`src/core_isa_pkg.sv`:
```
// Instruction field positions, opcode encoding, register file sizing and execute states
`default_nettype none

package core_isa_pkg;

    // data path width and register file size
    localparam int XLEN     = 32;
    localparam int NUM_REGS = 4;
    localparam int REG_AW   = $clog2(NUM_REGS);

    // opcode sits in the top nibble and the immediate fills the low half
    localparam int OPC_MSB = 31;
    localparam int OPC_W   = 4;
    localparam int RD_LSB  = 26;
    localparam int RS_LSB  = 24;
    localparam int IMM_W   = 16;

    // codes not listed here retire without any effect
    typedef enum logic [OPC_W-1:0] {
        OP_LDI = 4'h0,
        OP_LUI = 4'h1,
        OP_ADD = 4'h2,
        OP_SUB = 4'h3,
        OP_XOR = 4'h4,
        OP_LW  = 4'h5,
        OP_SW  = 4'h6,
        OP_BNE = 4'h7
    } op_e;

    typedef enum logic [1:0] {
        EX_IDLE,
        EX_RUN,
        EX_MEM_WAIT
    } ex_state_e;

endpackage

`default_nettype wire

```
`src/mem_map_pkg.sv`:
```
// RAM geometry, boot address, pseudo-peripheral addresses and the pass code
`default_nettype none

package mem_map_pkg;

    // word-addressed RAM occupying the bottom of the address space
    localparam int          RAM_WORDS = 256;
    localparam int          RAM_AW    = 8;
    localparam int          WORD_LSB  = 2;
    localparam logic [31:0] RAM_BYTES = 32'(RAM_WORDS * 4);

    localparam logic [31:0] BOOT_ADDR = 32'h0000_0000;

    // writing PASS_CODE here reports a passing test, anything else a failure
    localparam logic [31:0] STATUS_ADDR = 32'h2000_0000;
    localparam logic [31:0] PASS_CODE   = 32'd123456789;

    // a write here ends the program and publishes the written word
    localparam logic [31:0] EXIT_ADDR = 32'h2000_0004;

endpackage

`default_nettype wire

```
`src/mem_bus_if.sv`:
```
// Request/grant/response-valid memory bus with instruction and data modports
`timescale 1ns/1ps
`default_nettype none

interface mem_bus_if;

    logic        req;
    logic        gnt;
    logic        rvalid;
    logic [31:0] addr;
    logic        we;
    logic [31:0] wdata;
    logic [31:0] rdata;

    // instruction side is read only, so we and wdata stay off these modports
    modport instr_master (output req, addr, input gnt, rvalid, rdata);
    modport instr_slave (input req, addr, output gnt, rvalid, rdata);

    modport data_master (
        output req, addr, we, wdata,
        input  gnt, rvalid, rdata
    );

    modport data_slave (
        input  req, addr, we, wdata,
        output gnt, rvalid, rdata
    );

endinterface

`default_nettype wire

```
`src/fetch_if.sv`:
```
// Fetched-instruction handoff from fetch to execute with the retire and redirect return path
`timescale 1ns/1ps
`default_nettype none

interface fetch_if;
    import core_isa_pkg::*;

    logic [XLEN-1:0] instr;
    logic [XLEN-1:0] pc;
    logic            valid;
    // done pulses once per retired instruction, redirect only for a taken branch
    logic            done;
    logic            redirect;
    logic [XLEN-1:0] target;

    modport fetch (output instr, pc, valid, input done, redirect, target);
    modport exec (input instr, pc, valid, output done, redirect, target);

endinterface

`default_nettype wire

```
`src/fetch_unit.sv`:
```
// Program counter and single-outstanding instruction fetch
`timescale 1ns/1ps
`default_nettype none

module fetch_unit (
    input  logic            clk_i,
    input  logic            arst_n_i,
    input  logic            fetch_enable_i,
    mem_bus_if.instr_master ibus,
    fetch_if.fetch          fq
);
    import core_isa_pkg::*;
    import mem_map_pkg::*;

    typedef enum logic [1:0] {
        F_IDLE,
        F_REQ,
        F_WAIT,
        F_PRESENT
    } fetch_state_e;

    fetch_state_e    state_q;
    logic [XLEN-1:0] pc_q;
    logic [XLEN-1:0] instr_q;

    // request is held in F_REQ until the RAM grants it
    assign ibus.req  = (state_q == F_REQ);
    assign ibus.addr = pc_q;

    assign fq.instr = instr_q;
    assign fq.pc    = pc_q;
    assign fq.valid = (state_q == F_PRESENT);

    always_ff @(posedge clk_i or negedge arst_n_i) begin
        if (!arst_n_i) begin
            state_q <= F_IDLE;
            pc_q    <= BOOT_ADDR;
        end else begin
            case (state_q)
                F_IDLE: begin
                    if (fetch_enable_i) begin
                        state_q <= F_REQ;
                    end
                end
                F_REQ: begin
                    if (ibus.gnt) begin
                        state_q <= F_WAIT;
                    end
                end
                F_WAIT: begin
                    if (ibus.rvalid) begin
                        state_q <= F_PRESENT;
                    end
                end
                F_PRESENT: begin
                    // the instruction stays presented until execute retires it
                    if (fq.done) begin
                        pc_q    <= fq.redirect ? fq.target : pc_q + 32'd4;
                        state_q <= fetch_enable_i ? F_REQ : F_IDLE;
                    end
                end
                default: state_q <= F_IDLE;
            endcase
        end
    end

    always_ff @(posedge clk_i) begin
        if ((state_q == F_WAIT) && ibus.rvalid) begin
            instr_q <= ibus.rdata;
        end
    end

endmodule

`default_nettype wire

```
`src/flat_wrapper.sv`:
```
// flat-port wrapper written by rule: the top's interface ports become plain ports
module fetch_unit_flat import core_isa_pkg::*; import mem_map_pkg::*;
  (clk_i, arst_n_i, fetch_enable_i, ibus_req, ibus_addr, ibus_gnt, ibus_rvalid, ibus_rdata, fq_instr, fq_pc, fq_valid, fq_done, fq_redirect, fq_target);
  mem_bus_if ibus_i ();
  fetch_if fq_i ();
  input  logic clk_i;
  input  logic arst_n_i;
  input  logic fetch_enable_i;
  output wire logic [$bits(ibus_i.req)-1:0] ibus_req;
  output wire logic [$bits(ibus_i.addr)-1:0] ibus_addr;
  input wire logic [$bits(ibus_i.gnt)-1:0] ibus_gnt;
  input wire logic [$bits(ibus_i.rvalid)-1:0] ibus_rvalid;
  input wire logic [$bits(ibus_i.rdata)-1:0] ibus_rdata;
  output wire logic [$bits(fq_i.instr)-1:0] fq_instr;
  output wire logic [$bits(fq_i.pc)-1:0] fq_pc;
  output wire logic [$bits(fq_i.valid)-1:0] fq_valid;
  input wire logic [$bits(fq_i.done)-1:0] fq_done;
  input wire logic [$bits(fq_i.redirect)-1:0] fq_redirect;
  input wire logic [$bits(fq_i.target)-1:0] fq_target;
  assign ibus_req = ibus_i.req;
  assign ibus_addr = ibus_i.addr;
  assign ibus_i.gnt = ibus_gnt;
  assign ibus_i.rvalid = ibus_rvalid;
  assign ibus_i.rdata = ibus_rdata;
  assign fq_instr = fq_i.instr;
  assign fq_pc = fq_i.pc;
  assign fq_valid = fq_i.valid;
  assign fq_i.done = fq_done;
  assign fq_i.redirect = fq_redirect;
  assign fq_i.target = fq_target;
  fetch_unit u_core (.clk_i(clk_i), .arst_n_i(arst_n_i), .fetch_enable_i(fetch_enable_i), .ibus(ibus_i), .fq(fq_i));
endmodule
```
`config.mk`:
```
export PLATFORM = sky130hd
export DESIGN_NAME = fetch_unit_flat
export DESIGN_NICKNAME = d
export VERILOG_FILES = /design/src/core_isa_pkg.sv /design/src/mem_map_pkg.sv /design/src/mem_bus_if.sv /design/src/fetch_if.sv /design/src/fetch_unit.sv /design/src/flat_wrapper.sv
export SDC_FILE = /design/constraint.sdc
export NUM_CORES = 1
export LEC_CHECK = 0
export ABC_AREA = 1
export BUFFER_PORTS_ARGS = -buffer_cell sky130_fd_sc_hd__buf_4
export CAP_MARGIN = 20
export CORE_ASPECT_RATIO = 1.1
export CORE_MARGIN = 8
export CORE_UTILIZATION = 36
export DETAILED_ROUTE_END_ITERATION = 8
export PLACE_DENSITY = 0.66
export SLEW_MARGIN = 20
export SYNTH_ARGS = -nofsm -noshare
export SYNTH_HDL_FRONTEND = slang
export SYNTH_SLANG_ARGS = --single-unit
```
`constraint.sdc`:
```
create_clock -name clk_i -period 5.1 [get_ports clk_i]
set_clock_uncertainty 0.15 [all_clocks]
set_input_delay 1.02 -clock clk_i [delete_from_list [all_inputs] [get_ports clk_i]]
set_output_delay 1.02 -clock clk_i [all_outputs]
set_load 0.01 [all_outputs]
```
==> results of run 1 <==
-- cells by family (layout without fill, tap and decap cells) --
| kind of cell | Yosys count | in the layout |
|---|---|---|
| simple gates | 257 | 257 |
| flops | 66 | 66 |
| buf+inv | 83 | 227 |
| xor+xnor | 3 | 3 |
| mux | 1 | 1 |
| compound gates | 31 | 31 |
| fa+ha+maj | 6 | 6 |
-- worst paths after layout --
check	startpoint	to	slack, ns	cells after the start
worst min register to register	u_core.fq.pc[0]	u_core.fq.pc[0]	0.36	2
min in group asynchronous	arst_n_i	u_core.fq.pc[22]	0.49	1
max in group asynchronous	arst_n_i	u_core.fq.pc[24]	3.96	1
worst max-delay path	fq_done	u_core.fq.pc[17]	2.47	7
worst max register to register	u_core.state_q[0]	u_core.fq.pc[17]	2.55	7
worst min-delay path	u_core.fq.pc[0]	u_core.fq.pc[0]	0.36	2
-- where the power goes --
| part | switching, W | total, W | internal, W |
|---|---|---|---|
| clock | 0.000211 | 0.000614 | 0.000403 |
| sequential | 0.000230 | 0.000966 | 0.000735 |
| combinational | 0.000571 | 0.00109 | 0.000524 |
| total | 0.00101 | 0.00267 | 0.00166 |
-- flip-flops by register name, summed over array words and instances, names as in the netlist --
name and count:
u_core.state_q 2, u_core.fq.instr 32, u_core.fq.pc 32
-- placed cells by master (no fill, tap or decap) --
cell,count
buf_4,168
nand3b_1,3
nor2_1,60
inv_1,39
dfrtp_1,34
clkbuf_1,2
nor2_2,7
and2_1,1
nand3_1,35
clkinv_2,2
nor3_1,3
a31oi_1,1
nand2_1,128
or2_0,1
bufinv_16,1
clkbuf_8,2
xor2_1,1
edfxtp_1,32
xnor2_1,2
a311oi_1,1
o21a_1,1
nand2_4,2
o22ai_1,8
clkbuf_16,9
inv_2,4
ha_1,6
a22oi_1,4
mux2i_1,1
nor2_4,9
a211oi_1,2
o211ai_1,3
o21ai_0,6
o21ai_1,2
a21oi_1,3
nand2_2,6
nand4_1,2
-- critical path, delay by kind of cell --
family / cells / cell delay [ns]
simple gates: 3 / 1.17
compound gates: 1 / 0.10
buf+inv: 3 / 0.39
-- layer usage --
metal  routed length [microns]  vias up
met5                         0        -
met4                        90        0
met3                      1130        7
met2                      5380      174
met1                      4620     1591
li1                          -     1685
-- area by class of cell --
class,count,share of cell area [%]
clock buffer,13,5.06
multi-input combinational,298,28.3
tap,123,2.99
inverter,43,3.14
sequential,66,35.2
clock inverter,3,0.778
timing repair buffer,168,24.5
-- per-stage QoR --
stage	hold slack [ns]	instance area (sq um)	worst slack, ns	util (%)
2_1_floorplan	0.378	3720	2.87	-
3_3_place_gp	0.352	4840	2.20	47.5
3_5_place_dp	0.360	4840	2.13	47.5
4_1_cts	0.375	5140	2.49	50.4
5_1_grt	0.423	5140	2.36	50.4
6_report	0.363	5140	2.47	50.4
==> results.yml, run 1 <==
synth:
  yosys.area_share.xor_xnor_pct: 0.707
  yosys-top-cells-area: "edfxtp_1 26%, dfrtp_1 23%, nand2_1 13%"
  synth_seq_cells: 66
  muxShareOfSynthArea_pct: 0.269
  synth.most_common_cell: "nand2_1"
  yosys.area_share.simple_pct: 30.9
  syn_area_sq_um: 3720
  yosysWarnings: 0
  synth_top_family_by_area: "simple AND/OR/NAND/NOR gates"
  ys_seq_area_share_pct: 48.8
  synth_common_cells: "128 x nand2_1, 60 x nor2_1, 40 x inv_1, 35 x nand3_1, 34 x dfrtp_1"
  synth_top_area_cell: "edfxtp_1"
  synth_edf_count: 32
  synth_top_flop_cell: "dfrtp_1"
  yosysUniqueCellTypes: 34
  yosysTopAreaCellShare_pct: 25.9
  syn_nets: 524
  async_flop_share_pct: 51.5
  syn_inst: 447
  synth_area_per_cell_sq_um: 8.31
  synth_compound_area_share_pct: 5.25
  synthAdderAreaFrac_pct: 2.02
finish:
  instances_no_fill: 714
  antennaDiodeCount: 0
  layout-drive-gt1-share_pct: 35.5
  area_growth_pct: 38.4
  nets: 663
  regArea_sq_um: 1810
  fillers: 990
  multi_input_area_sq_um: 1460
outcome:
  outcome: "complete, no violations"
power_and_ir_drop:
  ir_drop_v: 0.000239
  p_total_w: 0.00267
  p_leak_nw: 2.40
  power_density_nw_per_um2: 520
min_path:
  hold_path_class: "reg -> reg"
die:
  die_area_sq_um: 13800
  num_rows: 39
  ios: 169
  core_area_sq_um: 10200
  die_y_microns: 123
  fp.dieW_microns: 113
  start_util_pct: 36.4
global_routing:
  antenna_found_initial: 0
  grt_first_pass_wirelength_microns: 17500
  grt_pass1_vias: 3389
  use_met3_pct: 5.86
  grt_use_met2_pct: 26.6
  groute.usage.overall_pct: 16.0
  grt_busiest_layer: "met2"
  met1_usage_pct: 18.9
  grt_max_degree: 36
  grt.overflow.total: 0
sta:
  worst_pin_slew_ns: 0.720
  max_freq_mhz: 381
  slew_headroom_pct: 51.9
  finalCritPeriodShare_pct: 51.5
  final.setup.tns_ns: 0
  setup_viol: 0
  fin_crit_ns: 2.63
  slew_viol_final: 0
  hold_violations: 0
  rsz0062_at_grt: "no"
clocking:
  cts_tree: "done"
  numCtsBuffers: 9
  post-cts-setup-buffers: 0
  cts-resized-gates: 0
  clock_sinks: 66
  clock_tree.root_cell: "clkbuf_16"
  hold_buffers: 0
  clock_latency_ns: 0.33
  h-tree-depth: 3
  cts.clk_slew.worst_paths_ns: 0.05
  cts_max_path_buffers: 2
setup_path:
  slowest_delay_ns: 0.51
  crit_arrival_ns: 2.69
  cp-start-kind: "input pin"
  cp_slowest_cell: "nor2_4"
  critPathCaptureType: "flip-flop"
  crit_required_ns: 5.16
  crit_type: "in -> reg"
  critPathMaxFanout: 35
  path_cells: "buf_4 -> nand2_2 -> nor2_4 -> inv_2 -> or2_0 -> o211ai_1 -> inv_1"
detailed_routing:
  routedWlPerCell_microns: 15.7
  routed_via_density: 4.84
  wl_microns: 11200
  drc: 0
  vias: 3457
  dr.pass1.iters: 4
  ant_nets: 0
  drt_iter0_drc: 168
placement:
  io_buffers: 168
  dpl.cell_count: 698
  gp_congestion: 0.836
  post-dp-hpwl_microns: 8690
flow_run:
  cap_violations: 0
(Power assumes the default switching activity.)
==> run 2: changes to the inputs <==
Settings changed: PLACE_DENSITY 0.66 to 0.68.
Clock period 5.1 ns to 2.3 ns, I/O delays scaled along.
==> run 2 against run 1 <==
Effect of this change:
- global-route usage is 0.18 points lower
- flip-flop and latch count unchanged
- sequential power rose by 120%
- non-clock buffer count grew 5
- register-to-register slack worse by 2.1 ns
- total power is 120% higher
- first-iteration DRC count up 26%
- routed wire length down 0.98%
==> results.yml, run 2 (synthesized netlist as in run 1, its figures left out) <==
outcome:
  outcome: "complete, no violations"
finish:
  layout_commonest_cell: "buf_4"
  postLayoutCellArea_sq_um: 5190
  fillers: 943
  most-common-layout-cells: "172 x buf_4, 128 x nand2_1, 60 x nor2_1, 40 x inv_1, 35 x nand3_1"
  nets: 668
  layout-drive-gt1-share_pct: 35.2
  fin_util_pct: 50.9
  area_growth_pct: 39.6
  instances_no_fill: 719
  antennaDiodeCount: 0
global_routing:
  grt.overflow.total: 0
  antenna_found_initial: 0
  grt_max_degree: 35
  groute.usage.overall_pct: 15.9
  grt_pass1_vias: 3472
  grt_first_pass_wirelength_microns: 17500
setup_path:
  cp-startpoint: "u_core.state_q[0]"
  critPathCaptureType: "flip-flop"
  r2r_end: "u_core.fq.pc[12]"
  crit_path_end: "u_core.fq.pc[12]"
  critPathMaxFanout: 9
  crit_arrival_ns: 1.98
  crit_type: "reg -> reg"
  r2r_cells: 7
  crit_required_ns: 2.42
  cp-start-kind: "flip-flop"
  rrSetupSlack_ns: 0.44
  timing.rr.start: "u_core.state_q[0]"
die:
  ios: 169
  start_util_pct: 36.4
  num_rows: 39
  fp.dieW_microns: 113
  core_area_sq_um: 10200
  die_y_microns: 123
  die_area_sq_um: 13800
sta:
  final.setup.tns_ns: 0
  worst_pin_slew_ns: 0.473
  fin_crit_ns: 1.86
  slew_viol_final: 0
  slew_headroom_pct: 68.5
  setup_viol: 0
  hold_violations: 0
  rsz0062_at_grt: "no"
  finalCritPeriodShare_pct: 81.0
  max_freq_mhz: 537
clocking:
  cts.clk_slew.worst_paths_ns: 0.05
  cts_max_path_buffers: 2
  clock_sinks: 66
  post-cts-setup-buffers: 0
  clock_latency_ns: 0.33
  numCtsBuffers: 9
  h-tree-depth: 3
  cts_tree: "done"
  clock_tree.root_cell: "clkbuf_16"
placement:
  dpl.cell_count: 702
  io_buffers: 168
  gp_congestion: 0.871
  placed_area_sq_um: 4870
  post-dp-hpwl_microns: 8640
flow_run:
  cap_violations: 0
detailed_routing:
  drc: 0
  vias: 3475
  ant_nets: 0
  wl_microns: 11100
  routedWlPerCell_microns: 15.4
  routed_via_density: 4.83
  drt_iter0_drc: 212
  dr.pass1.iters: 4
min_path:
  hold_path_class: "in -> reg"
power_and_ir_drop:
  power_density_nw_per_um2: 1160
  seqPwrFrac_pct: 35.6
  pwr-share-comb_pct: 40.8
  p_clk_share_pct: 23.5
  p_leak_nw: 2.42
  ir_drop_v: 0.000456
  p_sw_w: 0.00226
  swShare_pct: 37.6
  p_int_w: 0.00375
-- run 2: critical path, cell delays in order (launching register included) --
cell	delay, ns
dfrtp_1	0.43
ha_1	0.27
nand2_2	0.18
nor2_2	0.40
o21ai_1	0.15
nand3_1	0.10
o21ai_1	0.06
nand2_1	0.06
-- run 2: cell type report --
class / instances / area [sq um] / area share, %
timing repair buffer: 173 / 1300 / 25.1
clock inverter: 5 / 71.3 / 1.37
sequential: 66 / 1810 / 34.9
clock buffer: 11 / 233 / 4.49
multi-input combinational: 298 / 1460 / 28.1
tap: 123 / 154 / 2.97
inverter: 43 / 161 / 3.11
-- run 2: power groups by stage --
| stage | sequential (W) | clock [W] | combinational, W |
|---|---|---|---|
| 4_1_cts | 0.00214 | 0.00144 | 0.00249 |
| 2_1_floorplan | 0.00218 | 0 | 0.00141 |
| 6_report | 0.00214 | 0.00141 | 0.00245 |
| 3_3_place_gp | 0.00213 | 0 | 0.00244 |
| 5_1_grt | 0.00222 | 0.00149 | 0.00271 |
| 3_5_place_dp | 0.00216 | 0 | 0.00248 |
-- run 2: worst min-delay path by stage --
stage,from,endpoint,slack [ns],cells past startpoint
finish,ibus_rdata[3],u_core.fq.instr[3],0.16,1
detailed placement,arst_n_i,u_core.fq.pc[22],0.30,1
global route,ibus_rdata[3],u_core.fq.instr[3],0.15,1
global placement,arst_n_i,u_core.fq.pc[25],0.30,1
floorplan,arst_n_i,u_core.fq.pc[0],0.01,0
CTS,ibus_rdata[3],u_core.fq.instr[3],0.15,1
-- run 2: timing repair --
item	4_1_cts	5_1_grt
endpoints found under the setup margin	0	0
hold buffers	1	0
resized for setup	0	0
endpoints found under the hold margin	34	0
-- run 2: routing by layer --
metal | vias up | wire, microns | track usage [%] | share of wire (%)
li1 | 1701 | - | - | -
met1 | 1607 | 4940 | 19.5 | 44
met2 | 153 | 5160 | 25.5 | 46
met3 | 14 | 845 | 4.38 | 7.6
met4 | 0 | 169 | 7.50 | 1.5
met5 | - | 0 | 0 | 0
-- run 2: through the flow --
stage / setup slack [ns] / hold slack [ns] / total power, W
after floorplan: 0.405 / 0.0144 / 0.00359
after global placement: 0.532 / 0.299 / 0.00457
after detailed placement: 0.460 / 0.301 / 0.00464
after CTS: 0.440 / 0.146 / 0.00608
after global routing: 0.303 / 0.146 / 0.00642
final: 0.437 / 0.159 / 0.00601
